===== src/coh_pkg.sv =====
//----------------------------------------
// coherence bus package
// bus messages, address widths and the
// entry kinds the line directory hands out
//----------------------------------------
package coh_pkg;

	// snooping bus messages, NONE means no request
	typedef enum logic [1:0] {
		MSG_NONE = 2'd0,
		GET_S    = 2'd1,
		GET_M    = 2'd2,
		PUT_M    = 2'd3
	} bus_msg_e;

	localparam int ADDR_W     = 16;   // word address
	localparam int LINE_IDX_W = 13;   // addr[15:3]
	localparam int LINE_NUM   = 8192;
	localparam int RSP_PTR_W  = 3;    // bus response queue pointer

	// cache side split of the line index
	localparam int DC_TAG_W   = 8;
	localparam int DC_IDX_W   = 5;

	// kind of issue queue entry made for a request
	typedef enum logic [1:0] {
		ALLOC_LOAD       = 2'd0,
		ALLOC_STORE_DATA = 2'd1,   // PUT_M, data comes with the request
		ALLOC_STORE_WAIT = 2'd2    // owner still has to supply the line
	} alloc_kind_e;

endpackage


===== src/mem_pkg.sv =====
//----------------------------------------
// memory side package
// command encoding, tag and data widths
// and the depth of both queues
//----------------------------------------
package mem_pkg;

	// memory port commands
	typedef enum logic [1:0] {
		CMD_NONE  = 2'd0,
		CMD_LOAD  = 2'd1,
		CMD_STORE = 2'd2
	} mem_cmd_e;

	localparam int DATA_W     = 64;
	localparam int TAG_W      = 4;    // tag 0 = no response

	// miss status queues
	localparam int MSHR_NUM   = 4;
	localparam int MSHR_IDX_W = 2;

endpackage


===== src/mem_issue_if.sv =====
//----------------------------------------
// memory issue interface
// head command of the issue queue, seen by
// the memory port and the response queue
//----------------------------------------
`timescale 1ns/1ns

interface mem_issue_if;

	mem_pkg::mem_cmd_e               cmd;
	logic [coh_pkg::ADDR_W-1:0]      addr;
	logic [mem_pkg::DATA_W-1:0]      data;
	logic [coh_pkg::RSP_PTR_W-1:0]   ptr;     // bus queue pointer of the head
	logic                            accept;  // memory took the command
	logic                            blocked; // response queue cannot take a load

	modport src  (output cmd, addr, data, ptr, input accept, blocked);
	modport sink (input cmd, addr, data, output accept);
	modport mon  (input cmd, ptr, accept, output blocked);

endinterface


===== src/issue_queue.sv =====
//----------------------------------------
// issue queue
// circular miss status queue, holds memory
// commands until ready and accepted
//----------------------------------------
`timescale 1ns/1ns

module issue_queue (
	input  logic                             clk,
	input  logic                             rst,
	input  logic                             alloc_i,
	input  coh_pkg::alloc_kind_e             alloc_kind_i,
	input  logic [coh_pkg::ADDR_W-1:0]       req_addr_i,
	input  logic [mem_pkg::DATA_W-1:0]       req_data_i,
	input  logic [coh_pkg::RSP_PTR_W-1:0]    req_ptr_i,
	input  logic                             snoop_vld_i,
	input  logic [coh_pkg::ADDR_W-1:0]       snoop_addr_i,
	input  logic [mem_pkg::DATA_W-1:0]       snoop_data_i,
	output logic                             full_o,
	mem_issue_if.src                         iss
);

	//----------------------------------------
	// entry storage
	//----------------------------------------
	logic [mem_pkg::MSHR_NUM-1:0]    vld_r;
	logic [mem_pkg::MSHR_NUM-1:0]    rdy_r;   // low while waiting for owner data
	mem_pkg::mem_cmd_e               cmd_r  [mem_pkg::MSHR_NUM];
	logic [coh_pkg::ADDR_W-1:0]      addr_r [mem_pkg::MSHR_NUM];
	logic [mem_pkg::DATA_W-1:0]      data_r [mem_pkg::MSHR_NUM];
	logic [coh_pkg::RSP_PTR_W-1:0]   ptr_r  [mem_pkg::MSHR_NUM];

	// pointers carry a wrap bit on top
	logic [mem_pkg::MSHR_IDX_W:0]    head_r;
	logic [mem_pkg::MSHR_IDX_W:0]    tail_r;
	logic [mem_pkg::MSHR_IDX_W-1:0]  head_idx;
	logic [mem_pkg::MSHR_IDX_W-1:0]  tail_idx;

	logic                            full;
	logic                            retire;
	logic                            head_go;
	logic [mem_pkg::MSHR_NUM-1:0]    snoop_hit;

	assign head_idx = head_r[mem_pkg::MSHR_IDX_W-1:0];
	assign tail_idx = tail_r[mem_pkg::MSHR_IDX_W-1:0];

	assign full   = (head_r[mem_pkg::MSHR_IDX_W] != tail_r[mem_pkg::MSHR_IDX_W]) &&
	                (head_idx == tail_idx);
	assign retire = iss.accept;
	assign full_o = full && !retire;   // a retiring head frees its slot

	//----------------------------------------
	// head command to memory
	//----------------------------------------
	assign head_go  = vld_r[head_idx] && rdy_r[head_idx] && !iss.blocked;
	assign iss.cmd  = head_go ? cmd_r[head_idx] : mem_pkg::CMD_NONE;
	assign iss.addr = addr_r[head_idx];
	assign iss.data = data_r[head_idx];
	assign iss.ptr  = ptr_r[head_idx];

	// owner data on the bus, every waiting entry on that address takes it
	always_comb begin
		for (int i = 0; i < mem_pkg::MSHR_NUM; i++) begin
			snoop_hit[i] = snoop_vld_i && vld_r[i] && (addr_r[i] == snoop_addr_i);
		end
	end

	always_ff @(posedge clk) begin
		if (rst) begin
			head_r <= '0;
			tail_r <= '0;
			vld_r  <= '0;
			rdy_r  <= '0;
		end else begin
			for (int i = 0; i < mem_pkg::MSHR_NUM; i++) begin
				if (snoop_hit[i])
					rdy_r[i] <= 1'b1;
			end
			if (retire) begin
				vld_r[head_idx] <= 1'b0;
				rdy_r[head_idx] <= 1'b0;
				head_r          <= head_r + 1'b1;
			end
			if (alloc_i) begin
				vld_r[tail_idx] <= 1'b1;
				rdy_r[tail_idx] <= (alloc_kind_i != coh_pkg::ALLOC_STORE_WAIT);
				tail_r          <= tail_r + 1'b1;
			end
		end
	end

	// payload
	always_ff @(posedge clk) begin
		for (int i = 0; i < mem_pkg::MSHR_NUM; i++) begin
			if (snoop_hit[i])
				data_r[i] <= snoop_data_i;
		end
		if (alloc_i) begin
			cmd_r[tail_idx]  <= (alloc_kind_i == coh_pkg::ALLOC_LOAD) ? mem_pkg::CMD_LOAD :
			                                                            mem_pkg::CMD_STORE;
			addr_r[tail_idx] <= req_addr_i;
			data_r[tail_idx] <= req_data_i;   // overwritten by snoop for a waiting store
			ptr_r[tail_idx]  <= req_ptr_i;
		end
	end

endmodule


===== src/flat_wrapper.sv =====
// flat-port wrapper written by rule: the top's interface ports become plain ports
module issue_queue_flat 
  (clk, rst, alloc_i, alloc_kind_i, req_addr_i, req_data_i, req_ptr_i, snoop_vld_i, snoop_addr_i, snoop_data_i, full_o, iss_cmd, iss_addr, iss_data, iss_ptr, iss_accept, iss_blocked);
  mem_issue_if iss_i ();
  input  logic clk;
  input  logic rst;
  input  logic alloc_i;
  input  coh_pkg::alloc_kind_e alloc_kind_i;
  input  logic [coh_pkg::ADDR_W-1:0] req_addr_i;
  input  logic [mem_pkg::DATA_W-1:0] req_data_i;
  input  logic [coh_pkg::RSP_PTR_W-1:0] req_ptr_i;
  input  logic snoop_vld_i;
  input  logic [coh_pkg::ADDR_W-1:0] snoop_addr_i;
  input  logic [mem_pkg::DATA_W-1:0] snoop_data_i;
  output logic full_o;
  output wire logic [$bits(iss_i.cmd)-1:0] iss_cmd;
  output wire logic [$bits(iss_i.addr)-1:0] iss_addr;
  output wire logic [$bits(iss_i.data)-1:0] iss_data;
  output wire logic [$bits(iss_i.ptr)-1:0] iss_ptr;
  input wire logic [$bits(iss_i.accept)-1:0] iss_accept;
  input wire logic [$bits(iss_i.blocked)-1:0] iss_blocked;
  assign iss_cmd = iss_i.cmd;
  assign iss_addr = iss_i.addr;
  assign iss_data = iss_i.data;
  assign iss_ptr = iss_i.ptr;
  assign iss_i.accept = iss_accept;
  assign iss_i.blocked = iss_blocked;
  issue_queue u_core (.clk(clk), .rst(rst), .alloc_i(alloc_i), .alloc_kind_i(alloc_kind_i), .req_addr_i(req_addr_i), .req_data_i(req_data_i), .req_ptr_i(req_ptr_i), .snoop_vld_i(snoop_vld_i), .snoop_addr_i(snoop_addr_i), .snoop_data_i(snoop_data_i), .full_o(full_o), .iss(iss_i));
endmodule

===== config.mk =====
export PLATFORM = sky130hd
export DESIGN_NAME = issue_queue_flat
export DESIGN_NICKNAME = d
export VERILOG_FILES = /design/src/coh_pkg.sv /design/src/mem_pkg.sv /design/src/mem_issue_if.sv /design/src/issue_queue.sv /design/src/flat_wrapper.sv
export SDC_FILE = /design/constraint.sdc
export NUM_CORES = 1
export LEC_CHECK = 0
export BUFFER_PORTS_ARGS = -buffer_cell sky130_fd_sc_hd__buf_2
export CAP_MARGIN = 40
export CORE_MARGIN = 1
export CORE_UTILIZATION = 45
export CTS_BUF_LIST = sky130_fd_sc_hd__clkbuf_4
export DETAILED_ROUTE_END_ITERATION = 8
export HOLD_SLACK_MARGIN = 0.05
export PLACE_DENSITY = 0.66
export SLEW_MARGIN = 10
export SYNTH_ARGS = -nofsm -noshare
export SYNTH_HDL_FRONTEND = slang
export SYNTH_SLANG_ARGS = --single-unit

===== constraint.sdc =====
create_clock -name clk -period 4.64 [get_ports clk]
set_input_delay 0.928 -clock clk [delete_from_list [all_inputs] [get_ports clk]]
set_output_delay 0.928 -clock clk [all_outputs]
set_load 0.01 [all_outputs]

== Yosys cells after proc, flatten, opt, wreduce, memory -nomap -nowiden ==
Memories as Yosys holds them, arrays and structs flattened. A register that Yosys moved wholly into a read port is not among the register bits.
Index checks and enable logic that the tools add are counted.
Word-level totals
  register bits after elaboration: 14
  memory bits (writable): 340
  output and inout port bits: 86
  logic and storage cells: 85
  memories: 4
Operators by class
  $add $sub $neg: 2
  order comparisons: 4
  equality and inequality tests: 7
  multiplexer cells: 43
  bitwise gates (word level): 4
  reduce and logical (&&, ||, !) cells: 17
Memory list
  u_core.data_r: words 4, bits a word 64, rd ports 1, clocked after Yosys merged registers in 1, write ports 5, RTL line issue_queue.sv:30  | logic [mem_pkg::DATA_W-1:0] data_r [mem_pkg::MSHR_NUM];
  u_core.addr_r: words 4, bits a word 16, rd ports 5, clocked after Yosys merged registers in 1, write ports 1, RTL line issue_queue.sv:29  | logic [coh_pkg::ADDR_W-1:0] addr_r [mem_pkg::MSHR_NUM];
  u_core.ptr_r: words 4, bits a word 3, rd ports 1, clocked after Yosys merged registers in 1, write ports 1, RTL line issue_queue.sv:31  | logic [coh_pkg::RSP_PTR_W-1:0] ptr_r [mem_pkg::MSHR_NUM];
  u_core.cmd_r: words 4, bits a word 2, rd ports 1, clocked after Yosys merged registers in 1, write ports 1, RTL line issue_queue.sv:28  | mem_pkg::mem_cmd_e cmd_r [mem_pkg::MSHR_NUM];
Operator list (count)
  16-bit equality test: 4
  4-bit 2-to-1 mux: 6
  1-bit 2-to-1 mux: 22
  2-bit 2-to-1 mux: 10
  1-bit logical AND: 14
  4-bit bitwise AND: 2
  3-bit by 1-bit adder with 3-bit output, second input constant: 2
  2-bit by 3-bit < comparator with 1-bit output, second input constant: 2
  1-bit binary-select mux with 2-bit select: 2
  4-bit bitwise mux: 1
  1-bit demux with 2-bit select: 2
  2-bit by 1-bit >= comparator with 1-bit output, second input constant: 2
  4-bit inverter: 1
  4-bit bitwise OR: 1
  2-bit equality test: 1
  1-bit zero test: 2
  2-bit zero test: 1
  2-bit != test, second input constant: 1
  1-bit != test: 1

== Depth between registers and ports, before layout ==
  word-level depth: 10
  gate-level depth with buffers: 8
  mapped depth without buffers: 7

== Worst setup path after synthesis ==
Ideal clock, no wire load.
  kind: input port to flip-flop
  start point: in snoop_addr_i[12] (netlist bit)
  end point: mem u_core.data_r[0][0] (netlist bit) (enable)
  setup time: 0.438 ns
  arrival: 3.196 ns
  path slack: 1.006 ns
  stages on the path: 4
  path buffers: 0
  cell sequence: xor2_1 > nor4_1 > nand4_1 > o21ai_2
RTL lines
  start, declared: RTL line flat_wrapper.sv:13  | input logic [coh_pkg::ADDR_W-1:0] snoop_addr_i;
  end, declared: RTL line issue_queue.sv:30

==> impl_metrics.py <==
metrics = {
    "outcome": {
        "status": "finished, final reports clean",
    },
    "drt": {
        "routed_wl_mm": 39.1,
        "top_layer_used": "met5",
        "initialDrtViolationCount": 527,
        "vias_per_cell": 5.39,
        "met3RoutedLength_mm": 2.72,
        "via_count": 9543,
        "dr_wl_met2_mm": 19.5,
        "wire_per_inst_um": 22.1,
        "drt_first_pass_iters": 4,
        "wl_met1_mm": 16.3,
        "drc": 0,
        "ant_nets": 0,
    },
    "setup_path": {
        "critPathKind": "flip-flop to output port",
        "cp_cell_sequence": "buf_12 -> mux4_2 -> buf_2",
        "rr_startpoint": "u_core.addr_r[0][11]",
        "cpPeakStageDelay_ns": 0.85,
        "cp_top_family": "flip-flops",
        "crit_buf_inv": 2,
        "r2r_cells": 5,
        "cpMaxStageDelayCell": "dfxtp_4",
        "cp_max_fo": 35,
        "r2r-end": "u_core.data_r[0][34]",
        "critPathCaptureType": "output port",
        "crit_arrival_ns": 2.75,
        "worstSetupStartpointType": "flip-flop",
        "r2r_setup_slack_ns": 2.12,
        "worstPathRequired_ns": 3.71,
    },
    "floorplan": {
        "rows": 70,
        "io_pins": 257,
        "coreArea_um2": 36800,
        "die-area_um2": 38300,
        "die_w_um": 196,
        "start_util": 0.460,
        "die_y_um": 196,
    },
    "cts": {
        "cts_resized": 0,
        "cts.sinks": 356,
        "htree_levels": 3,
        "cts-root-buf": "clkbuf_4",
        "cts_tree": "done",
        "cts_setup_buffers": 0,
        "numCtsBuffers": 94,
        "worstSkewPairLatency_ns": 0.73,
        "holdBufCountCts": 0,
        "clk_pin_slew_ns": 0.06,
        "clockBufferDepth": 3,
    },
    "logic_synthesis": {
        "synthCells": 914,
        "yosys_warnings": 0,
        "synth_edf_count": 340,
        "syn_area_per_cell_um2": 18.5,
        "ys_seq_area_frac": 0.623,
        "synth_cell_type_count": 33,
        "synthesis.nets": 1093,
        "synth.top_cell.area_share": 0.604,
        "ys_async_sr_fraction": 0,
        "synth-seq-cells": 356,
        "synthTopCellsByArea": "edfxtp_1, mux2_2, mux4_2, xor2_1, dfxtp_1",
        "synth_flop_cell": "edfxtp_1",
        "yosys.area.top_type": "edfxtp_1",
        "netlist_area_um2": 16900,
    },
    "worst_hold_path": {
        "worstHoldStart": "req_addr_i[1]",
        "whs_path_depth": 1,
        "hold_path_end": "u_core.addr_r[0][1]",
        "hold_class": "input pin to flip-flop",
    },
    "finish": {
        "mostFrequentLayoutCell": "edfxtp_1",
        "drive_gt1_frac": 0.588,
        "fill_cells": 3070,
        "final_cells": 1772,
        "nets": 1415,
        "syn_to_final_growth_pct": 17.6,
        "layout_common_cells": "edfxtp_1, buf_2, mux2_2",
    },
    "sta": {
        "setup_violations": 0,
        "hold_violations": 0,
        "final_max_slew_viol_count": 0,
        "fin_worst_skew_ns": 0.0362,
        "fin_crit_sh": 0.793,
        "period_needed_ns": 3.68,
        "relSlewSlack": 0.468,
        "whs_ns": 0.409,
        "fmax_mhz": 272,
        "tns_ns": 0,
        "tightest_slew_ns": 0.798,
        "rsz0062_at_grt": "no",
    },
    "global_routing": {
        "grt_pass1_vias": 10400,
        "track_usage": 0.209,
        "grt_max_degree": 66,
        "grt_first_pass_wirelength_mm": 59.8,
        "antenna_found_initial": 9,
        "overflow": 0,
    },
    "power_and_ir_drop": {
        "ir_drop_v": 0.000261,
        "power_frac_comb": 0.144,
        "power.internal_mw": 5.64,
        "clock_power_share": 0.350,
        "switching_power_mw": 1.85,
        "p_leak_nw": 7.02,
        "powerDensity_nw_per_um2": 377,
        "seqPwrFrac": 0.506,
        "switching_share": 0.247,
    },
    "placement": {
        "routabilityCongestion": 0.841,
        "dp_hpwl_mm": 24.4,
        "port_buffers": 256,
        "dp_cells": 1608,
    },
    "job": {
        "maxCapViolCount": 0,
    },
}
-- cells in the mapped netlist, drive strengths merged, types with 8 or more instances --
cell / instances
nor2: 15
ha: 8
dfxtp: 16
mux2: 256
inv: 9
mux4: 85
xor2: 63
nand2: 12
xnor2: 8
edfxtp: 340
nor3: 8
nor4: 13
buf: 47
-- sequential cells by signal, indices dropped and copies added (netlist names), named ones only --
register	flops
u_core.cmd_r	8
u_core.rdy_r	4
u_core.vld_r	4
u_core.ptr_r	12
u_core.tail_r	3
u_core.head_r	3
u_core.addr_r	64
u_core.data_r	256
-- cell families (layout without fill, tap and decap cells) --
group / after synthesis / count (layout) / synth area share
XOR/XNOR: 71 / 71 / 0.0368
other: 0 / 6 / 0
buffers and inverters: 59 / 443 / 0.0244
flip-flops: 356 / 356 / 0.623
AO/OA/AOI/OAI: 15 / 15 / 0.00637
adder cells (fa/ha/maj): 8 / 8 / 0.00592
multiplexers: 343 / 343 / 0.285
AND/OR/NAND/NOR: 62 / 62 / 0.0187
-- power groups by stage --
stage | Clock, mW | Combinational [mW] | Sequential (mW)
floorplan | 0 | 0.705 | 3.82
global placement | 0 | 1.07 | 3.87
detailed placement | 0 | 1.09 | 3.86
CTS | 2.71 | 1.10 | 3.80
global route | 2.87 | 1.17 | 3.81
finish | 2.62 | 1.08 | 3.79
-- worst max path at each step --
stage	from	to	slack [ns]	cells past startpoint
2_1_floorplan	snoop_addr_i[12]	u_core.data_r[0][0]	1.01	4
3_3_place_gp	snoop_addr_i[11]	u_core.data_r[0][40]	1.45	6
3_5_place_dp	snoop_addr_i[11]	u_core.data_r[0][40]	1.41	6
4_1_cts	flip-flop	iss_data[1]	0.80	3
5_1_grt	flip-flop	iss_data[1]	0.75	3
6_report	flip-flop	iss_data[51]	0.96	3
-- layer usage --
metal	vias up	global-route usage
li1	4392	-
met1	4815	0.261
met2	275	0.350
met3	55	0.0598
met4	6	0.0677
met5	-	0
-- per-stage QoR --
| stage | util | worst slack, ns | total power, mW | area [um2] |
|---|---|---|---|---|
| after global routing | 0.540 | 0.747 | 7.84 | 19900 |
| after global placement | 0.508 | 1.45 | 4.94 | 18700 |
| after CTS | 0.540 | 0.803 | 7.60 | 19900 |
| after floorplan | - | 1.01 | 4.53 | 16900 |
| after detailed placement | 0.509 | 1.41 | 4.96 | 18700 |
| final | 0.541 | 0.961 | 7.49 | 19900 |
-- final cells by class --
cell class                 instances  area, um2  area share
clock inverter                    15       62.6     0.00315
clock buffer                     143       1070      0.0540
timing repair buffer             276       1580      0.0793
sequential                       356      10500       0.530
inverter                           9       43.8     0.00220
antenna                            6       15.0    0.000755
multi-input combinational        499       5990       0.301
tap                              468        586      0.0294
No activity file was read; power rests on OpenSTA's default activity.
