===== src/coh_pkg.sv =====
//----------------------------------------
// coherence bus package
// bus messages, address widths and the
// entry kinds the line directory hands out
//----------------------------------------
package coh_pkg;

	// snooping bus messages, NONE means no request
	typedef enum logic [1:0] {
		MSG_NONE = 2'd0,
		GET_S    = 2'd1,
		GET_M    = 2'd2,
		PUT_M    = 2'd3
	} bus_msg_e;

	localparam int ADDR_W     = 16;   // word address
	localparam int LINE_IDX_W = 13;   // addr[15:3]
	localparam int LINE_NUM   = 8192;
	localparam int RSP_PTR_W  = 3;    // bus response queue pointer

	// cache side split of the line index
	localparam int DC_TAG_W   = 8;
	localparam int DC_IDX_W   = 5;

	// kind of issue queue entry made for a request
	typedef enum logic [1:0] {
		ALLOC_LOAD       = 2'd0,
		ALLOC_STORE_DATA = 2'd1,   // PUT_M, data comes with the request
		ALLOC_STORE_WAIT = 2'd2    // owner still has to supply the line
	} alloc_kind_e;

endpackage


===== src/mem_pkg.sv =====
//----------------------------------------
// memory side package
// command encoding, tag and data widths
// and the depth of both queues
//----------------------------------------
package mem_pkg;

	// memory port commands
	typedef enum logic [1:0] {
		CMD_NONE  = 2'd0,
		CMD_LOAD  = 2'd1,
		CMD_STORE = 2'd2
	} mem_cmd_e;

	localparam int DATA_W     = 64;
	localparam int TAG_W      = 4;    // tag 0 = no response

	// miss status queues
	localparam int MSHR_NUM   = 4;
	localparam int MSHR_IDX_W = 2;

endpackage


===== src/mem_issue_if.sv =====
//----------------------------------------
// memory issue interface
// head command of the issue queue, seen by
// the memory port and the response queue
//----------------------------------------
`timescale 1ns/1ns

interface mem_issue_if;

	mem_pkg::mem_cmd_e               cmd;
	logic [coh_pkg::ADDR_W-1:0]      addr;
	logic [mem_pkg::DATA_W-1:0]      data;
	logic [coh_pkg::RSP_PTR_W-1:0]   ptr;     // bus queue pointer of the head
	logic                            accept;  // memory took the command
	logic                            blocked; // response queue cannot take a load

	modport src  (output cmd, addr, data, ptr, input accept, blocked);
	modport sink (input cmd, addr, data, output accept);
	modport mon  (input cmd, ptr, accept, output blocked);

endinterface


===== src/response_queue.sv =====
//----------------------------------------
// response queue
// tags of accepted loads in issue order,
// matched against returning memory tags
//----------------------------------------
`timescale 1ns/1ns

module response_queue (
	input  logic                             clk,
	input  logic                             rst,
	input  logic [mem_pkg::TAG_W-1:0]        mem_tag_i,
	input  logic [mem_pkg::TAG_W-1:0]        mem_resp_i,
	mem_issue_if.mon                         mon,
	output logic                             data_rdy_o,
	output logic [coh_pkg::RSP_PTR_W-1:0]    rsp_ptr_o
);

	logic [mem_pkg::TAG_W-1:0]       tag_r [mem_pkg::MSHR_NUM];
	logic [coh_pkg::RSP_PTR_W-1:0]   ptr_r [mem_pkg::MSHR_NUM];

	logic [mem_pkg::MSHR_IDX_W:0]    head_r;   // msb is the wrap bit
	logic [mem_pkg::MSHR_IDX_W:0]    tail_r;
	logic [mem_pkg::MSHR_IDX_W-1:0]  head_idx;
	logic [mem_pkg::MSHR_IDX_W-1:0]  tail_idx;

	logic                            empty;
	logic                            full;
	logic                            push;

	assign head_idx = head_r[mem_pkg::MSHR_IDX_W-1:0];
	assign tail_idx = tail_r[mem_pkg::MSHR_IDX_W-1:0];

	assign empty = (head_r == tail_r);
	assign full  = (head_r[mem_pkg::MSHR_IDX_W] != tail_r[mem_pkg::MSHR_IDX_W]) &&
	               (head_idx == tail_idx);

	// only loads come back with data
	assign push = mon.accept && (mon.cmd == mem_pkg::CMD_LOAD);

	assign data_rdy_o = !empty && (mem_tag_i != '0) && (mem_tag_i == tag_r[head_idx]);
	assign rsp_ptr_o  = ptr_r[head_idx];

	assign mon.blocked = full && !data_rdy_o;   // no room for another load

	always_ff @(posedge clk) begin
		if (rst) begin
			head_r <= '0;
			tail_r <= '0;
		end else begin
			if (data_rdy_o)
				head_r <= head_r + 1'b1;
			if (push)
				tail_r <= tail_r + 1'b1;
		end
	end

	always_ff @(posedge clk) begin
		if (push) begin
			tag_r[tail_idx] <= mem_resp_i;   // tag the memory gave on accept
			ptr_r[tail_idx] <= mon.ptr;
		end
	end

endmodule


===== src/flat_wrapper.sv =====
// flat-port wrapper written by rule: the top's interface ports become plain ports
module response_queue_flat 
  (clk, rst, mem_tag_i, mem_resp_i, data_rdy_o, rsp_ptr_o, mon_cmd, mon_ptr, mon_accept, mon_blocked);
  mem_issue_if mon_i ();
  input  logic clk;
  input  logic rst;
  input  logic [mem_pkg::TAG_W-1:0] mem_tag_i;
  input  logic [mem_pkg::TAG_W-1:0] mem_resp_i;
  output logic data_rdy_o;
  output logic [coh_pkg::RSP_PTR_W-1:0] rsp_ptr_o;
  input wire logic [$bits(mon_i.cmd)-1:0] mon_cmd;
  input wire logic [$bits(mon_i.ptr)-1:0] mon_ptr;
  input wire logic [$bits(mon_i.accept)-1:0] mon_accept;
  output wire logic [$bits(mon_i.blocked)-1:0] mon_blocked;
  assign mon_i.cmd = mon_cmd;
  assign mon_i.ptr = mon_ptr;
  assign mon_i.accept = mon_accept;
  assign mon_blocked = mon_i.blocked;
  response_queue u_core (.clk(clk), .rst(rst), .mem_tag_i(mem_tag_i), .mem_resp_i(mem_resp_i), .mon(mon_i), .data_rdy_o(data_rdy_o), .rsp_ptr_o(rsp_ptr_o));
endmodule

===== config.mk =====
export PLATFORM = sky130hd
export DESIGN_NAME = response_queue_flat
export DESIGN_NICKNAME = d
export VERILOG_FILES = /design/src/coh_pkg.sv /design/src/mem_pkg.sv /design/src/mem_issue_if.sv /design/src/response_queue.sv /design/src/flat_wrapper.sv
export SDC_FILE = /design/constraint.sdc
export NUM_CORES = 1
export LEC_CHECK = 0
export BUFFER_PORTS_ARGS = -buffer_cell sky130_fd_sc_hd__buf_2
export CAP_MARGIN = 20
export CORE_ASPECT_RATIO = 1.1
export CORE_MARGIN = 2
export CORE_UTILIZATION = 55
export CTS_CLUSTER_DIAMETER = 80
export DETAILED_ROUTE_END_ITERATION = 8
export PLACE_DENSITY_LB_ADDON = 0.1
export SYNTH_ARGS = -nofsm -noshare
export SYNTH_HDL_FRONTEND = slang
export SYNTH_SLANG_ARGS = --single-unit

===== constraint.sdc =====
create_clock -name clk -period 2.89 [get_ports clk]
set_input_delay 0.7225 -clock clk [delete_from_list [all_inputs] [get_ports clk]]
set_output_delay 0.7225 -clock clk [all_outputs]
set_load 0.005 [all_outputs]

# After elaboration in Yosys (flattened, before gate mapping)
# Memory sizes are Yosys's and may differ from the RTL's. A register that Yosys moved wholly into a read port is not among the register bits.
# Index checks and enable logic that the tools add are counted.
[op_classes]
reduce_logical = 8
n_eq_ne = 5
n_mux = 6
n_addsub = 2
[ops]
columns = ["operator", "count"]
rows = [
  ["$mux 2", 4],
  ["$add 3x1->3 const B", 2],
  ["$logic_and 1x1->1", 5],
  ["$eq 4x4->1", 1],
  ["$reduce_bool 4->1", 1],
  ["$eq 3x3->1", 1],
  ["$eq 2x1->1 const B", 1],
  ["$eq 2x2->1", 1],
  ["$logic_not 1->1", 2],
  ["$mux 1", 2],
  ["$ne 1x1->1", 1],
]
[totals]
ram_bits = 28
n_memories = 2
in_bits = 16
reg_bits = 6
[memory_table]
columns = ["name", "words", "width", "rd", "rd_ports_with_merged_regs", "write_ports", "line_no", "rtl"]
rows = [
  ["u_core.tag_r", 4, 4, 1, 1, 1, "response_queue.sv:18", "logic [mem_pkg::TAG_W-1:0] tag_r [mem_pkg::MSHR_NUM];"],
  ["u_core.ptr_r", 4, 3, 1, 1, 1, "response_queue.sv:19", "logic [coh_pkg::RSP_PTR_W-1:0] ptr_r [mem_pkg::MSHR_NUM];"],
]

# Logic depth before layout (Yosys ltp)
# Gate-level depths: netlist of the first run.
[depth]
ltp_word = 6
ltp_mapped = 6
depth_no_buf = 5

# Least setup slack after synthesis of the first run
# No wires, ideal clock.
[synth_path]
path_type = "input-to-output"
from = "in mem_tag_i[0] (netlist bit)"
to = "out mon_blocked"
slack_ps = 487
path_stages = 4
arrival_ps = 1681
required_ps = 2168
path_buffers = 0
path_cell_list = "xnor2_1 -> or4_4 -> a21oi_4 -> nor3_1"
[synth_between]
elab_chain_len = 5
[synth_lines]
columns = ["item", "line_no", "rtl"]
rows = [
  ["start, declared", "flat_wrapper.sv:7", "input logic [mem_pkg::TAG_W-1:0] mem_tag_i;"],
  ["$reduce_bool 4->1", "response_queue.sv:40", "assign data_rdy_o = !empty && (mem_tag_i != '0) && (mem_tag_i == tag_r[head_idx]);"],
  ["$logic_and 1x1->1", "response_queue.sv:40", ""],
  ["$logic_and 1x1->1 (*)", "response_queue.sv:40", ""],
  ["net data_rdy_o", "flat_wrapper.sv:9", "output logic data_rdy_o;"],
  ["$logic_not 1->1 (*)", "response_queue.sv:43", "assign mon.blocked = full && !data_rdy_o;"],
  ["$logic_and 1x1->1 (*)", "response_queue.sv:43", ""],
  ["end, declared", "flat_wrapper.sv:14", "output wire logic [$bits(mon_i.blocked)-1:0] mon_blocked;"],
]
# Mark *: on every way through the listed nets, which the timed path passes. The rest lies on a longest branch.

==> impl_results.html, run 1 <==
<table>
<tr><th>Metric</th><th>Value</th></tr>
<tr><th colspan="2">Floorplanning</th></tr>
<tr><td>Std-Cell Rows</td><td>20</td></tr>
<tr><td>Height of the chip</td><td>60.1 microns</td></tr>
<tr><td>Starting utilization of the core area</td><td>0.571</td></tr>
<tr><td>Placeable core region</td><td>2750 sq um</td></tr>
<tr><td>DIE AREA</td><td>3300 sq um</td></tr>
<tr><td>Horiz. Die Dim</td><td>55.0 microns</td></tr>
<tr><td>Ports</td><td>21</td></tr>
<tr><th colspan="2">GRT</th></tr>
<tr><td>Global-route met3 utilization</td><td>0.0750</td></tr>
<tr><td>Met2 global-route usage</td><td>0.282</td></tr>
<tr><td>Number of antenna violations at the first check in global routing</td><td>0</td></tr>
<tr><td>Most congested layer reported by global routing</td><td>met2</td></tr>
<tr><td>Global routing met1 resource utilization</td><td>0.202</td></tr>
<tr><td>Vias in the first global route</td><td>851</td></tr>
<tr><td>Maximum number of pins on one net before global-route repair</td><td>12</td></tr>
<tr><td>Global route total overflow</td><td>0</td></tr>
<tr><td>Global-route wire length before repair</td><td>3750 microns</td></tr>
<tr><td>GRT Overall Usage</td><td>0.177</td></tr>
<tr><th colspan="2">STA</th></tr>
<tr><td>Count of final max-slew check failures</td><td>0</td></tr>
<tr><td>Crit path setup slack, layout</td><td>0.123 ns</td></tr>
<tr><td>Highest clock frequency the design can meet</td><td>361 MHz</td></tr>
<tr><td>Final Critical Period</td><td>2.77 ns</td></tr>
<tr><td>Worst slew margin</td><td>0.675</td></tr>
<tr><td>Final number of setup-violating endpoints</td><td>0</td></tr>
<tr><td>Worst Hold Slack</td><td>0.554 ns</td></tr>
<tr><td>Sum of negative setup slack</td><td>0 ns</td></tr>
<tr><td>Unrepaired setup endpoints after global routing</td><td>false</td></tr>
<tr><td>Final Hold Viols</td><td>0</td></tr>
<tr><td>Pin slew with the least headroom to its limit</td><td>0.488 ns</td></tr>
<tr><td>Clk_skew</td><td>0.00508 ns</td></tr>
<tr><td>Fraction of the cycle the final worst path needs</td><td>0.958</td></tr>
<tr><th colspan="2">Synthesis</th></tr>
<tr><td>Post-synth EDFFs</td><td>28</td></tr>
<tr><td>Mapped cell area</td><td>1570 sq um</td></tr>
<tr><td>Leading register cell type out of synthesis</td><td>sky130_fd_sc_hd__edfxtp_1</td></tr>
<tr><td>Cells after Synth</td><td>99</td></tr>
<tr><td>Post-synth net total</td><td>120</td></tr>
<tr><td>Synth unique cells</td><td>26</td></tr>
<tr><td>Ys Warns</td><td>0</td></tr>
<tr><td>Dominant cell type by area after synthesis</td><td>sky130_fd_sc_hd__edfxtp_1</td></tr>
<tr><td>Top cell type's share of synthesized area</td><td>0.535</td></tr>
<tr><td>Seq cells post-synth</td><td>36</td></tr>
<tr><td>Most used standard cell by instance count after synthesis</td><td>sky130_fd_sc_hd__edfxtp_1</td></tr>
<tr><td>Synth top area cells</td><td>sky130_fd_sc_hd__edfxtp_1 54%, sky130_fd_sc_hd__dfxtp_1 10%, sky130_fd_sc_hd__mux4_1 6.7%, sky130_fd_sc_hd__mux2i_1 5.1%, sky130_fd_sc_hd__xnor2_1 5.0%</td></tr>
<tr><td>Syn_area_per_cell</td><td>15.9 sq um</td></tr>
<tr><td>Post-synthesis async set-or-reset flop share</td><td>0</td></tr>
<tr><td>Top post-synthesis cells by count</td><td>28 x sky130_fd_sc_hd__edfxtp_1, 9 x sky130_fd_sc_hd__xnor2_1, 8 x sky130_fd_sc_hd__dfxtp_1, 8 x sky130_fd_sc_hd__mux2i_1, 6 x sky130_fd_sc_hd__nor2_1</td></tr>
<tr><td>Post-synthesis sequential area ratio</td><td>0.637</td></tr>
<tr><th colspan="2">Finish</th></tr>
<tr><td>Layout overhead on the synthesized area</td><td>14.6%</td></tr>
<tr><td>Number of antenna cells inserted</td><td>0</td></tr>
<tr><td>Fraction of final layout cells sized beyond drive strength 1</td><td>0.273</td></tr>
<tr><td>Final-stage net count</td><td>148</td></tr>
<tr><td>Layout filler cell count</td><td>203</td></tr>
<tr><th colspan="2">Pwr</th></tr>
<tr><td>Internal power component</td><td>764 uW</td></tr>
<tr><td>Power per unit of standard cell area</td><td>523 nW/um^2</td></tr>
<tr><td>Switching part of the total power</td><td>0.188</td></tr>
<tr><td>Total power</td><td>941 uW</td></tr>
<tr><td>Peak VDD IR</td><td>0.445 mV</td></tr>
<tr><td>Fraction of power consumed by the clock network</td><td>0.352</td></tr>
<tr><td>Leakage Power</td><td>0.652 nW</td></tr>
<tr><td>Switching component of the power</td><td>177 uW</td></tr>
<tr><td>Logic gate share of total power</td><td>0.049</td></tr>
<tr><td>Sequential cell fraction of total power</td><td>0.600</td></tr>
<tr><th colspan="2">Setup path</th></tr>
<tr><td>Startpoint type of the worst setup path</td><td>register</td></tr>
<tr><td>Type of the worst setup path</td><td>reg2out</td></tr>
<tr><td>Kind of end point of the critical path</td><td>output port</td></tr>
<tr><td>CP required</td><td>2.17 ns</td></tr>
<tr><td>End point of the critical path</td><td>mon_blocked</td></tr>
<tr><td>Number of cell instances on the worst register-to-register path</td><td>6</td></tr>
<tr><td>Critical-path maximum fanout</td><td>7</td></tr>
<tr><td>R2R Setup Slk</td><td>0.76 ns</td></tr>
<tr><td>Data arrival, critical path</td><td>2.04 ns</td></tr>
<tr><th colspan="2">Clock tree</th></tr>
<tr><td>Number of buffers between clock root and the deepest sink</td><td>2</td></tr>
<tr><td>Clk_lat worst skew</td><td>0.33 ns</td></tr>
<tr><td>Post-CTS setup buffers</td><td>0</td></tr>
<tr><td>Number of H-tree levels</td><td>2</td></tr>
<tr><td>Root Buffer Master</td><td>sky130_fd_sc_hd__clkbuf_4</td></tr>
<tr><td>Number of hold buffers added after cts</td><td>0</td></tr>
<tr><td>Total number of clock tree sinks</td><td>36</td></tr>
<tr><td>Clock buffers created by TritonCTS</td><td>5</td></tr>
<tr><td>Clk pin slew, worst setup/hold paths</td><td>0.10 ns</td></tr>
<tr><td>Clock tree from TritonCTS</td><td>yes</td></tr>
<tr><th colspan="2">Run</th></tr>
<tr><td>Max Cap Viol</td><td>0</td></tr>
<tr><th colspan="2">Hold path</th></tr>
<tr><td>Classification of the worst-slack hold path</td><td>reg2reg</td></tr>
<tr><td>Worst Min Path Start</td><td>u_core.head_r[1]</td></tr>
<tr><th colspan="2">Route</th></tr>
<tr><td>Detailed router's first-iteration violation count</td><td>22</td></tr>
<tr><td>Number of DRC violations after detailed routing</td><td>0</td></tr>
<tr><td>Post-route antenna net violation count</td><td>0</td></tr>
<tr><td>Wire length per cell after detailed routing</td><td>14.9 microns</td></tr>
<tr><td>First-pass iteration count of the detailed router</td><td>4</td></tr>
<tr><td>Via-per-instance ratio</td><td>5.22</td></tr>
<tr><td>Post-Route WL</td><td>2410 microns</td></tr>
<tr><td>Vias</td><td>840</td></tr>
<tr><th colspan="2">Run status</th></tr>
<tr><td>Result of the run</td><td>completed</td></tr>
<tr><th colspan="2">Place</th></tr>
<tr><td>HPWL after detailed placement</td><td>1760 microns</td></tr>
<tr><td>Final GP Congestion</td><td>0.718</td></tr>
<tr><td>Number of port buffers</td><td>20</td></tr>
<tr><td>DP Worst Slack</td><td>0.291 ns</td></tr>
</table>
==> area by class of cell <==
cell class,instances,area [sq um],share of cell area
repair buffers,23,123,0.0681
well taps,33,41.3,0.0229
flip-flops and latches,36,1000,0.558
clock inverters,2,35.0,0.0195
inverters,3,11.3,0.00625
multi-input cells,58,544,0.302
clock buffers,6,41.3,0.0229
==> state kept, by name, indices dropped and copies added (netlist names), named ones only <==
| register | cells |
|---|---|
| u_core.ptr_r | 12 |
| u_core.tail_r | 3 |
| u_core.tag_r | 16 |
| u_core.head_r | 3 |
==> repair_timing <==
item,4_1_cts,5_1_grt
gates resized for setup,1,1
pin swaps,0,0
setup endpoints to repair,1,1
==> per-layer routing <==
metal  wire, microns  vias up
met5               0        -
met4              51        0
met3             105        6
met2            1210       19
li1                -      425
met1            1030      390
==> per-stage QoR <==
stage	util	area (sq um)	std cells
2_1_floorplan	-	1570	99
3_3_place_gp	0.625	1720	153
3_5_place_dp	0.625	1720	153
4_1_cts	0.653	1800	161
5_1_grt	0.654	1800	161
6_report	0.654	1800	161
==> placed cells by master (no fill, tap or decap), drive strengths merged <==
cell type,Yosys,final
dfxtp,8,8
nor3,1,1
and2,4,4
xor2,2,2
edfxtp,28,28
bufinv,0,1
or4,1,1
mux2i,8,8
a21oi,2,2
xnor2,9,9
mux2,4,4
mux4,4,4
a31oi,1,1
o2111ai,1,1
clkinv,0,1
ha,5,5
inv,3,3
nor2,6,6
clkbuf,0,6
nand2b,2,2
nor4,1,1
buf,2,23
nand3,2,2
nand2,2,2
nor2b,2,2
nand4,1,1
==> worst min path at each step <==
stage | to | slack [ns] | cells past startpoint
after floorplan | register | 0.50 | 2
after global placement | u_core.head_r[1] | 0.52 | 2
after detailed placement | u_core.tail_r[2] | 0.53 | 2
after CTS | u_core.head_r[1] | 0.56 | 2
after global routing | u_core.ptr_r[2][2] | 0.57 | 1
final | register | 0.55 | 2
==> critical path: stages (launching register included) <==
cell                      delay, ns
sky130_fd_sc_hd__dfxtp_4       0.42
sky130_fd_sc_hd__mux4_1        0.57
sky130_fd_sc_hd__xnor2_1       0.23
sky130_fd_sc_hd__nand3_1       0.15
sky130_fd_sc_hd__a21oi_4       0.16
sky130_fd_sc_hd__nor3_1        0.06
sky130_fd_sc_hd__buf_2         0.13
==> power by group through the flow <==
stage | Combinational, mW | Sequential, mW | Clock [mW]
final | 0.0457 | 0.565 | 0.331
after global routing | 0.0508 | 0.565 | 0.371
after CTS | 0.0463 | 0.565 | 0.343
after detailed placement | 0.0462 | 0.577 | 0
after global placement | 0.0443 | 0.577 | 0
after floorplan | 0.0253 | 0.576 | 0
==> cells by family after synthesis <==
group / count (synthesis) / synth area share
AOI/OAI and AO/OA: 4 / 0.0231
xor gates and xnor gates: 11 / 0.0613
and+or+nand+nor: 22 / 0.0756
DFF: 36 / 0.637
muxes: 16 / 0.146
adders and majority gates: 5 / 0.0398
buffers and inverters: 5 / 0.0167
Note: power is estimated with default switching activity, not from simulation.
==> inputs of run 2 (changes only) <==
--- a/config.mk
+++ b/config.mk
@@ -9,7 +9,7 @@
 export CAP_MARGIN = 20
 export CORE_ASPECT_RATIO = 1.1
 export CORE_MARGIN = 2
-export CORE_UTILIZATION = 55
+export CORE_UTILIZATION = 60
 export CTS_CLUSTER_DIAMETER = 80
 export DETAILED_ROUTE_END_ITERATION = 8
 export PLACE_DENSITY_LB_ADDON = 0.1
==> constraint.sdc (replaced) <==
create_clock -name clk -period 3.4 [get_ports clk]
set_input_delay 0.85 -clock clk [delete_from_list [all_inputs] [get_ports clk]]
set_output_delay 0.85 -clock clk [all_outputs]
set_load 0.005 [all_outputs]
==> impl_results.html, run 2 (same netlist as run 1, synthesis figures left out) <==
<table>
<tr><th>Metric</th><th>Value</th></tr>
<tr><th colspan="2">Run status</th></tr>
<tr><td>Result of the run</td><td>completed</td></tr>
<tr><th colspan="2">Route</th></tr>
<tr><td>Detailed-route wire length on metal 1</td><td>1060 microns</td></tr>
<tr><td>Number of DRC violations after detailed routing</td><td>0</td></tr>
<tr><td>Vias</td><td>867</td></tr>
<tr><td>Detailed router's first-iteration violation count</td><td>19</td></tr>
<tr><td>Detailed route wirelength on metal3</td><td>115 microns</td></tr>
<tr><td>First-pass iteration count of the detailed router</td><td>4</td></tr>
<tr><td>Post-Route WL</td><td>2540 microns</td></tr>
<tr><td>Routed length on met2</td><td>1310 microns</td></tr>
<tr><td>Post-route antenna net violation count</td><td>0</td></tr>
<tr><td>Wire length per cell after detailed routing</td><td>16.3 microns</td></tr>
<tr><td>Top routing layer in use</td><td>met4</td></tr>
<tr><td>Via-per-instance ratio</td><td>5.56</td></tr>
<tr><th colspan="2">Clock tree</th></tr>
<tr><td>Clock buffers created by TritonCTS</td><td>5</td></tr>
<tr><td>Number of buffers between clock root and the deepest sink</td><td>2</td></tr>
<tr><td>Clk pin slew, worst setup/hold paths</td><td>0.09 ns</td></tr>
<tr><td>Number of hold buffers added after cts</td><td>0</td></tr>
<tr><td>Number of H-tree levels</td><td>2</td></tr>
<tr><td>Total number of clock tree sinks</td><td>36</td></tr>
<tr><td>Number of gates given a new drive strength after cts</td><td>0</td></tr>
<tr><td>Post-CTS setup buffers</td><td>0</td></tr>
<tr><td>Root Buffer Master</td><td>sky130_fd_sc_hd__clkbuf_4</td></tr>
<tr><td>Clk_lat worst skew</td><td>0.33 ns</td></tr>
<tr><td>Clock tree from TritonCTS</td><td>yes</td></tr>
<tr><th colspan="2">GRT</th></tr>
<tr><td>Global route total overflow</td><td>0</td></tr>
<tr><td>Number of antenna violations at the first check in global routing</td><td>0</td></tr>
<tr><td>Global-route wire length before repair</td><td>4170 microns</td></tr>
<tr><td>Maximum number of pins on one net before global-route repair</td><td>11</td></tr>
<tr><td>Vias in the first global route</td><td>876</td></tr>
<tr><td>GRT Overall Usage</td><td>0.206</td></tr>
<tr><th colspan="2">Place</th></tr>
<tr><td>Total placed cells including tap cells</td><td>149</td></tr>
<tr><td>Final GP Congestion</td><td>0.799</td></tr>
<tr><td>HPWL after detailed placement</td><td>1800 microns</td></tr>
<tr><td>Number of port buffers</td><td>20</td></tr>
<tr><th colspan="2">Setup path</th></tr>
<tr><td>Critical-path maximum fanout</td><td>8</td></tr>
<tr><td>Critical Path, Cell by Cell</td><td>mux2i_1 &gt; xnor2_1 &gt; or4_4 &gt; a21oi_4 &gt; nor3_1 &gt; buf_2</td></tr>
<tr><td>Kind of end point of the critical path</td><td>output port</td></tr>
<tr><td>Data arrival, critical path</td><td>2.33 ns</td></tr>
<tr><td>Startpoint type of the worst setup path</td><td>register</td></tr>
<tr><td>Worst path max stage delay</td><td>0.61 ns</td></tr>
<tr><td>Type of the worst setup path</td><td>reg2out</td></tr>
<tr><td>CP required</td><td>2.55 ns</td></tr>
<tr><td>Critical-path top delay cell</td><td>sky130_fd_sc_hd__dfxtp_1</td></tr>
<tr><th colspan="2">Pwr</th></tr>
<tr><td>Leakage Power</td><td>0.624 nW</td></tr>
<tr><td>Power per unit of standard cell area</td><td>413 nW/um^2</td></tr>
<tr><td>Sequential cell fraction of total power</td><td>0.667</td></tr>
<tr><td>Switching part of the total power</td><td>0.204</td></tr>
<tr><td>Logic gate share of total power</td><td>0.054</td></tr>
<tr><td>Fraction of power consumed by the clock network</td><td>0.279</td></tr>
<tr><td>Switching component of the power</td><td>147 uW</td></tr>
<tr><td>Peak VDD IR</td><td>0.293 mV</td></tr>
<tr><td>Internal power component</td><td>574 uW</td></tr>
<tr><th colspan="2">Finish</th></tr>
<tr><td>Filler-free cell count of the finished design</td><td>156</td></tr>
<tr><td>Final-stage net count</td><td>146</td></tr>
<tr><td>Fraction of final layout cells sized beyond drive strength 1</td><td>0.240</td></tr>
<tr><td>Layout overhead on the synthesized area</td><td>11.2%</td></tr>
<tr><td>Flip-flop count of the largest register, all copies and words added</td><td>16</td></tr>
<tr><td>Number of antenna cells inserted</td><td>0</td></tr>
<tr><td>Layout filler cell count</td><td>179</td></tr>
<tr><td>Commonest non-fill, non-tap cells in the layout</td><td>28 x sky130_fd_sc_hd__edfxtp_1, 20 x sky130_fd_sc_hd__buf_2, 9 x sky130_fd_sc_hd__xnor2_1</td></tr>
<tr><td>Most common library cell in the layout ignoring fill and taps</td><td>sky130_fd_sc_hd__edfxtp_1</td></tr>
<tr><td>Top register by number of flip-flops</td><td>u_core.tag_r</td></tr>
<tr><td>Top flop regs</td><td>u_core.tag_r (16), u_core.ptr_r (12)</td></tr>
<tr><th colspan="2">Floorplanning</th></tr>
<tr><td>Placeable core region</td><td>2500 sq um</td></tr>
<tr><td>Starting utilization of the core area</td><td>0.630</td></tr>
<tr><td>Ports</td><td>21</td></tr>
<tr><td>DIE AREA</td><td>3040 sq um</td></tr>
<tr><td>Horiz. Die Dim</td><td>52.8 microns</td></tr>
<tr><td>Height of the chip</td><td>57.7 microns</td></tr>
<tr><td>Std-Cell Rows</td><td>19</td></tr>
<tr><th colspan="2">STA</th></tr>
<tr><td>Unrepaired setup endpoints after global routing</td><td>false</td></tr>
<tr><td>Final Hold Viols</td><td>0</td></tr>
<tr><td>Pin slew with the least headroom to its limit</td><td>0.454 ns</td></tr>
<tr><td>Final Critical Period</td><td>3.18 ns</td></tr>
<tr><td>Count of final max-slew check failures</td><td>0</td></tr>
<tr><td>Final number of setup-violating endpoints</td><td>0</td></tr>
<tr><td>Sum of negative setup slack</td><td>0 ns</td></tr>
<tr><td>Worst slew margin</td><td>0.697</td></tr>
<tr><td>Highest clock frequency the design can meet</td><td>314 MHz</td></tr>
<tr><td>Clk_skew</td><td>0.00540 ns</td></tr>
<tr><td>Fraction of the cycle the final worst path needs</td><td>0.936</td></tr>
<tr><th colspan="2">Hold path</th></tr>
<tr><td>Classification of the worst-slack hold path</td><td>reg2reg</td></tr>
<tr><td>Worst Min Path Start</td><td>u_core.head_r[1]</td></tr>
<tr><th colspan="2">Run</th></tr>
<tr><td>Max Cap Viol</td><td>0</td></tr>
</table>
-- run 2: cell types whose count changed in the layout (fill, tap and decap cells not counted), sizes merged --
cell / delta
buf: -2
bufinv: -1
clkbuf: +1
clkinv: -1
-- run 2: per-layer routing --
layer  global-route usage  up-vias
li1                     -      423
met1                0.253      417
met2                0.327       23
met3               0.0773        4
met4               0.0879        0
met5                    0        -
-- run 2: metrics by stage --
stage / hold WS, ns / util / total power [mW] / setup slack [ns] / area, sq um
6_report: 0.542 / 0.700 / 0.721 / 0.216 / 1750
4_1_cts: 0.547 / 0.700 / 0.729 / 0.202 / 1750
3_5_place_dp: 0.533 / 0.682 / 0.530 / 0.436 / 1700
5_1_grt: 0.583 / 0.700 / 0.751 / 0.0164 / 1750
2_1_floorplan: 0.502 / - / 0.511 / 0.742 / 1570
3_3_place_gp: 0.521 / 0.682 / 0.527 / 0.471 / 1700
-- run 2: power groups by stage --
stage | sequential, mW | clock (mW) | combinational (mW)
CTS | 0.481 | 0.209 | 0.0394
floorplan | 0.490 | 0 | 0.0215
finish | 0.481 | 0.201 | 0.0391
global route | 0.481 | 0.225 | 0.0441
detailed placement | 0.491 | 0 | 0.0392
global placement | 0.491 | 0 | 0.0367
-- run 2: critical path, delay by kind of cell, from the launching register on --
family                    cells  cell delay [ns]
AOI/OAI and AO/OA             1             0.27
xor gates and xnor gates      1             0.11
buffers and inverters         1             0.13
DFF                           1             0.61
muxes                         1             0.28
and+or+nand+nor               2             0.61
-- run 2: path summary, 6_finish.rpt --
| path | endpoint | slack (ns) | cells after the start |
|---|---|---|---|
| worst max register to register | u_core.head_r[0] | 1.12 | 5 |
| worst max-delay path | mon_blocked | 0.22 | 6 |
| worst min-delay path | register | 0.54 | 2 |
| worst min register to register | register | 0.54 | 2 |
-- run 2: area by class of cell --
type,count,area (sq um),area share
Multi-Input combinational cell,58,544,0.311
Sequential cell,36,1000,0.573
Tap cell,31,38.8,0.0222
Clock buffer,7,45.0,0.0258
Inverter,3,11.3,0.00644
Timing Repair Buffer,21,108,0.0616
==> inputs of run 3 (changes only) <==
--- a/config.mk
+++ b/config.mk
@@ -13,6 +13,7 @@
 export CTS_CLUSTER_DIAMETER = 80
 export DETAILED_ROUTE_END_ITERATION = 8
 export PLACE_DENSITY_LB_ADDON = 0.1
+export RECOVER_POWER = 100
 export SYNTH_ARGS = -nofsm -noshare
 export SYNTH_HDL_FRONTEND = slang
 export SYNTH_SLANG_ARGS = --single-unit
==> impl_results.html, run 3 (same netlist as run 1, synthesis figures left out) <==
<table>
<tr><th>Metric</th><th>Value</th></tr>
<tr><th colspan="2">Hold path</th></tr>
<tr><td>Classification of the worst-slack hold path</td><td>reg2reg</td></tr>
<tr><th colspan="2">GRT</th></tr>
<tr><td>Global-route wire length before repair</td><td>4170 microns</td></tr>
<tr><td>GRT Overall Usage</td><td>0.206</td></tr>
<tr><td>Global route total overflow</td><td>0</td></tr>
<tr><td>Vias in the first global route</td><td>876</td></tr>
<tr><td>Maximum number of pins on one net before global-route repair</td><td>11</td></tr>
<tr><td>Number of antenna violations at the first check in global routing</td><td>0</td></tr>
<tr><th colspan="2">Finish</th></tr>
<tr><td>Layout overhead on the synthesized area</td><td>10.3%</td></tr>
<tr><td>Flip-flop count of the largest register, all copies and words added</td><td>16</td></tr>
<tr><td>Most common library cell in the layout ignoring fill and taps</td><td>sky130_fd_sc_hd__edfxtp_1</td></tr>
<tr><td>Layout filler cell count</td><td>182</td></tr>
<tr><td>Top flop regs</td><td>u_core.tag_r (16), u_core.ptr_r (12)</td></tr>
<tr><td>Fraction of final layout cells sized beyond drive strength 1</td><td>0.160</td></tr>
<tr><td>Final-stage net count</td><td>146</td></tr>
<tr><td>Top register by number of flip-flops</td><td>u_core.tag_r</td></tr>
<tr><td>Commonest non-fill, non-tap cells in the layout</td><td>28 x sky130_fd_sc_hd__edfxtp_1, 12 x sky130_fd_sc_hd__clkbuf_1, 11 x sky130_fd_sc_hd__buf_2</td></tr>
<tr><td>Number of antenna cells inserted</td><td>0</td></tr>
<tr><th colspan="2">Floorplanning</th></tr>
<tr><td>Height of the chip</td><td>57.7 microns</td></tr>
<tr><td>DIE AREA</td><td>3040 sq um</td></tr>
<tr><td>Std-Cell Rows</td><td>19</td></tr>
<tr><td>Ports</td><td>21</td></tr>
<tr><td>Horiz. Die Dim</td><td>52.8 microns</td></tr>
<tr><td>Starting utilization of the core area</td><td>0.630</td></tr>
<tr><td>Placeable core region</td><td>2500 sq um</td></tr>
<tr><th colspan="2">Setup path</th></tr>
<tr><td>Critical Path, Cell by Cell</td><td>clkbuf_1 &gt; mux2i_1 &gt; xor2_1 &gt; o2111ai_1 &gt; a21oi_4 &gt; nor3_1 &gt; clkbuf_1</td></tr>
<tr><td>Data arrival, critical path</td><td>2.30 ns</td></tr>
<tr><td>Critical-path maximum fanout</td><td>8</td></tr>
<tr><td>R2R Setup Slk</td><td>1.14 ns</td></tr>
<tr><td>Type of the worst setup path</td><td>reg2out</td></tr>
<tr><td>Kind of end point of the critical path</td><td>output port</td></tr>
<tr><td>Critical-path top delay cell</td><td>sky130_fd_sc_hd__dfxtp_1</td></tr>
<tr><td>End point of the critical path</td><td>mon_blocked</td></tr>
<tr><td>CP dominant cell by count</td><td>sky130_fd_sc_hd__clkbuf_1</td></tr>
<tr><td>Number of cell instances on the worst register-to-register path</td><td>6</td></tr>
<tr><td>Worst path max stage delay</td><td>0.59 ns</td></tr>
<tr><td>Endpoint of the worst register-to-register path</td><td>u_core.head_r[0]</td></tr>
<tr><td>Startpoint type of the worst setup path</td><td>register</td></tr>
<tr><td>CP required</td><td>2.55 ns</td></tr>
<tr><th colspan="2">Clock tree</th></tr>
<tr><td>Clock buffers created by TritonCTS</td><td>5</td></tr>
<tr><td>Clk_lat worst skew</td><td>0.33 ns</td></tr>
<tr><td>Clock tree from TritonCTS</td><td>yes</td></tr>
<tr><td>Post-CTS setup buffers</td><td>0</td></tr>
<tr><td>Number of buffers between clock root and the deepest sink</td><td>2</td></tr>
<tr><td>Number of gates given a new drive strength after cts</td><td>0</td></tr>
<tr><td>Number of H-tree levels</td><td>2</td></tr>
<tr><td>Clk pin slew, worst setup/hold paths</td><td>0.09 ns</td></tr>
<tr><td>Root Buffer Master</td><td>sky130_fd_sc_hd__clkbuf_4</td></tr>
<tr><td>Total number of clock tree sinks</td><td>36</td></tr>
<tr><td>Number of hold buffers added after cts</td><td>0</td></tr>
<tr><th colspan="2">Route</th></tr>
<tr><td>Number of DRC violations after detailed routing</td><td>0</td></tr>
<tr><td>Via-per-instance ratio</td><td>5.55</td></tr>
<tr><td>Wire length per cell after detailed routing</td><td>16.1 microns</td></tr>
<tr><td>Detailed router's first-iteration violation count</td><td>18</td></tr>
<tr><td>Post-Route WL</td><td>2510 microns</td></tr>
<tr><td>Post-route antenna net violation count</td><td>0</td></tr>
<tr><td>First-pass iteration count of the detailed router</td><td>4</td></tr>
<tr><td>Vias</td><td>866</td></tr>
<tr><th colspan="2">STA</th></tr>
<tr><td>Unrepaired setup endpoints after global routing</td><td>false</td></tr>
<tr><td>Fraction of the cycle the final worst path needs</td><td>0.927</td></tr>
<tr><td>Final Hold Viols</td><td>0</td></tr>
<tr><td>Worst Hold Slack</td><td>0.542 ns</td></tr>
<tr><td>Clk_skew</td><td>0.00495 ns</td></tr>
<tr><td>Final Critical Period</td><td>3.15 ns</td></tr>
<tr><td>Highest clock frequency the design can meet</td><td>317 MHz</td></tr>
<tr><td>Pin slew with the least headroom to its limit</td><td>0.652 ns</td></tr>
<tr><td>Final number of setup-violating endpoints</td><td>0</td></tr>
<tr><td>Count of final max-slew check failures</td><td>0</td></tr>
<tr><td>Crit path setup slack, layout</td><td>0.250 ns</td></tr>
<tr><td>Worst slew margin</td><td>0.565</td></tr>
<tr><td>Sum of negative setup slack</td><td>0 ns</td></tr>
<tr><th colspan="2">Run status</th></tr>
<tr><td>Result of the run</td><td>completed</td></tr>
<tr><th colspan="2">Place</th></tr>
<tr><td>DP Worst Slack</td><td>0.436 ns</td></tr>
<tr><td>Final GP Congestion</td><td>0.799</td></tr>
<tr><td>Number of port buffers</td><td>20</td></tr>
<tr><td>HPWL after detailed placement</td><td>1800 microns</td></tr>
<tr><th colspan="2">Pwr</th></tr>
<tr><td>Peak VDD IR</td><td>0.292 mV</td></tr>
<tr><td>Power per unit of standard cell area</td><td>415 nW/um^2</td></tr>
<tr><td>Leakage Power</td><td>0.588 nW</td></tr>
<tr><th colspan="2">Run</th></tr>
<tr><td>Max Cap Viol</td><td>0</td></tr>
</table>
-- run 3: power breakdown --
group / switching, mW / internal, mW / total, mW / leakage, nW
Sequential: 0.00285 / 0.478 / 0.481 / 0.318
Combinational: 0.0206 / 0.0170 / 0.0376 / 0.245
Clock: 0.123 / 0.0779 / 0.201 / 0.0254
-- run 3: worst max-delay path: cells and delay by family (launching register included) --
family          cells  cell delay (ns)
mux                 1             0.25
xor+xnor            1             0.17
simple gates        1             0.07
flops               1             0.59
buf+inv             2             0.38
compound gates      2             0.52
-- run 3: how the worst min path moves through the flow --
| stage | end | depth (start not counted) | start |
|---|---|---|---|
| floorplan | register | 2 | u_core.head_r[1] |
| detailed placement | register | 2 | u_core.head_r[1] |
| CTS | register | 2 | u_core.head_r[1] |
| finish | register | 2 | u_core.head_r[1] |
| global route | register | 2 | u_core.head_r[1] |
| global placement | u_core.tail_r[2] | 2 | u_core.tail_r[2] |
-- run 3: cell type report --
| class | instances | area [sq um] | area share |
|---|---|---|---|
| Inverter | 3 | 11.3 | 0.00650 |
| Timing Repair Buffer | 21 | 92.6 | 0.0534 |
| Sequential cell | 36 | 1000 | 0.578 |
| Multi-Input combinational cell | 58 | 544 | 0.314 |
| Clock buffer | 7 | 45.0 | 0.0260 |
| Tap cell | 31 | 38.8 | 0.0224 |
-- run 3: through the flow --
step | util | instances | power (mW) | instance area (sq um)
6_report | 0.694 | 156 | 0.719 | 1730
5_1_grt | 0.694 | 156 | 0.749 | 1730
4_1_cts | 0.700 | 156 | 0.729 | 1750
3_5_place_dp | 0.682 | 149 | 0.530 | 1700
3_3_place_gp | 0.682 | 149 | 0.527 | 1700
2_1_floorplan | - | 99 | 0.511 | 1570
-- run 3: routing by layer --
| layer | vias to the layer above | GRT usage | routed length, microns |
|---|---|---|---|
| li1 | 424 | - | - |
| met1 | 418 | 0.253 | 1040 |
| met2 | 20 | 0.327 | 1300 |
| met3 | 4 | 0.0773 | 112 |
| met4 | 0 | 0.0879 | 55 |
| met5 | - | 0 | 0 |
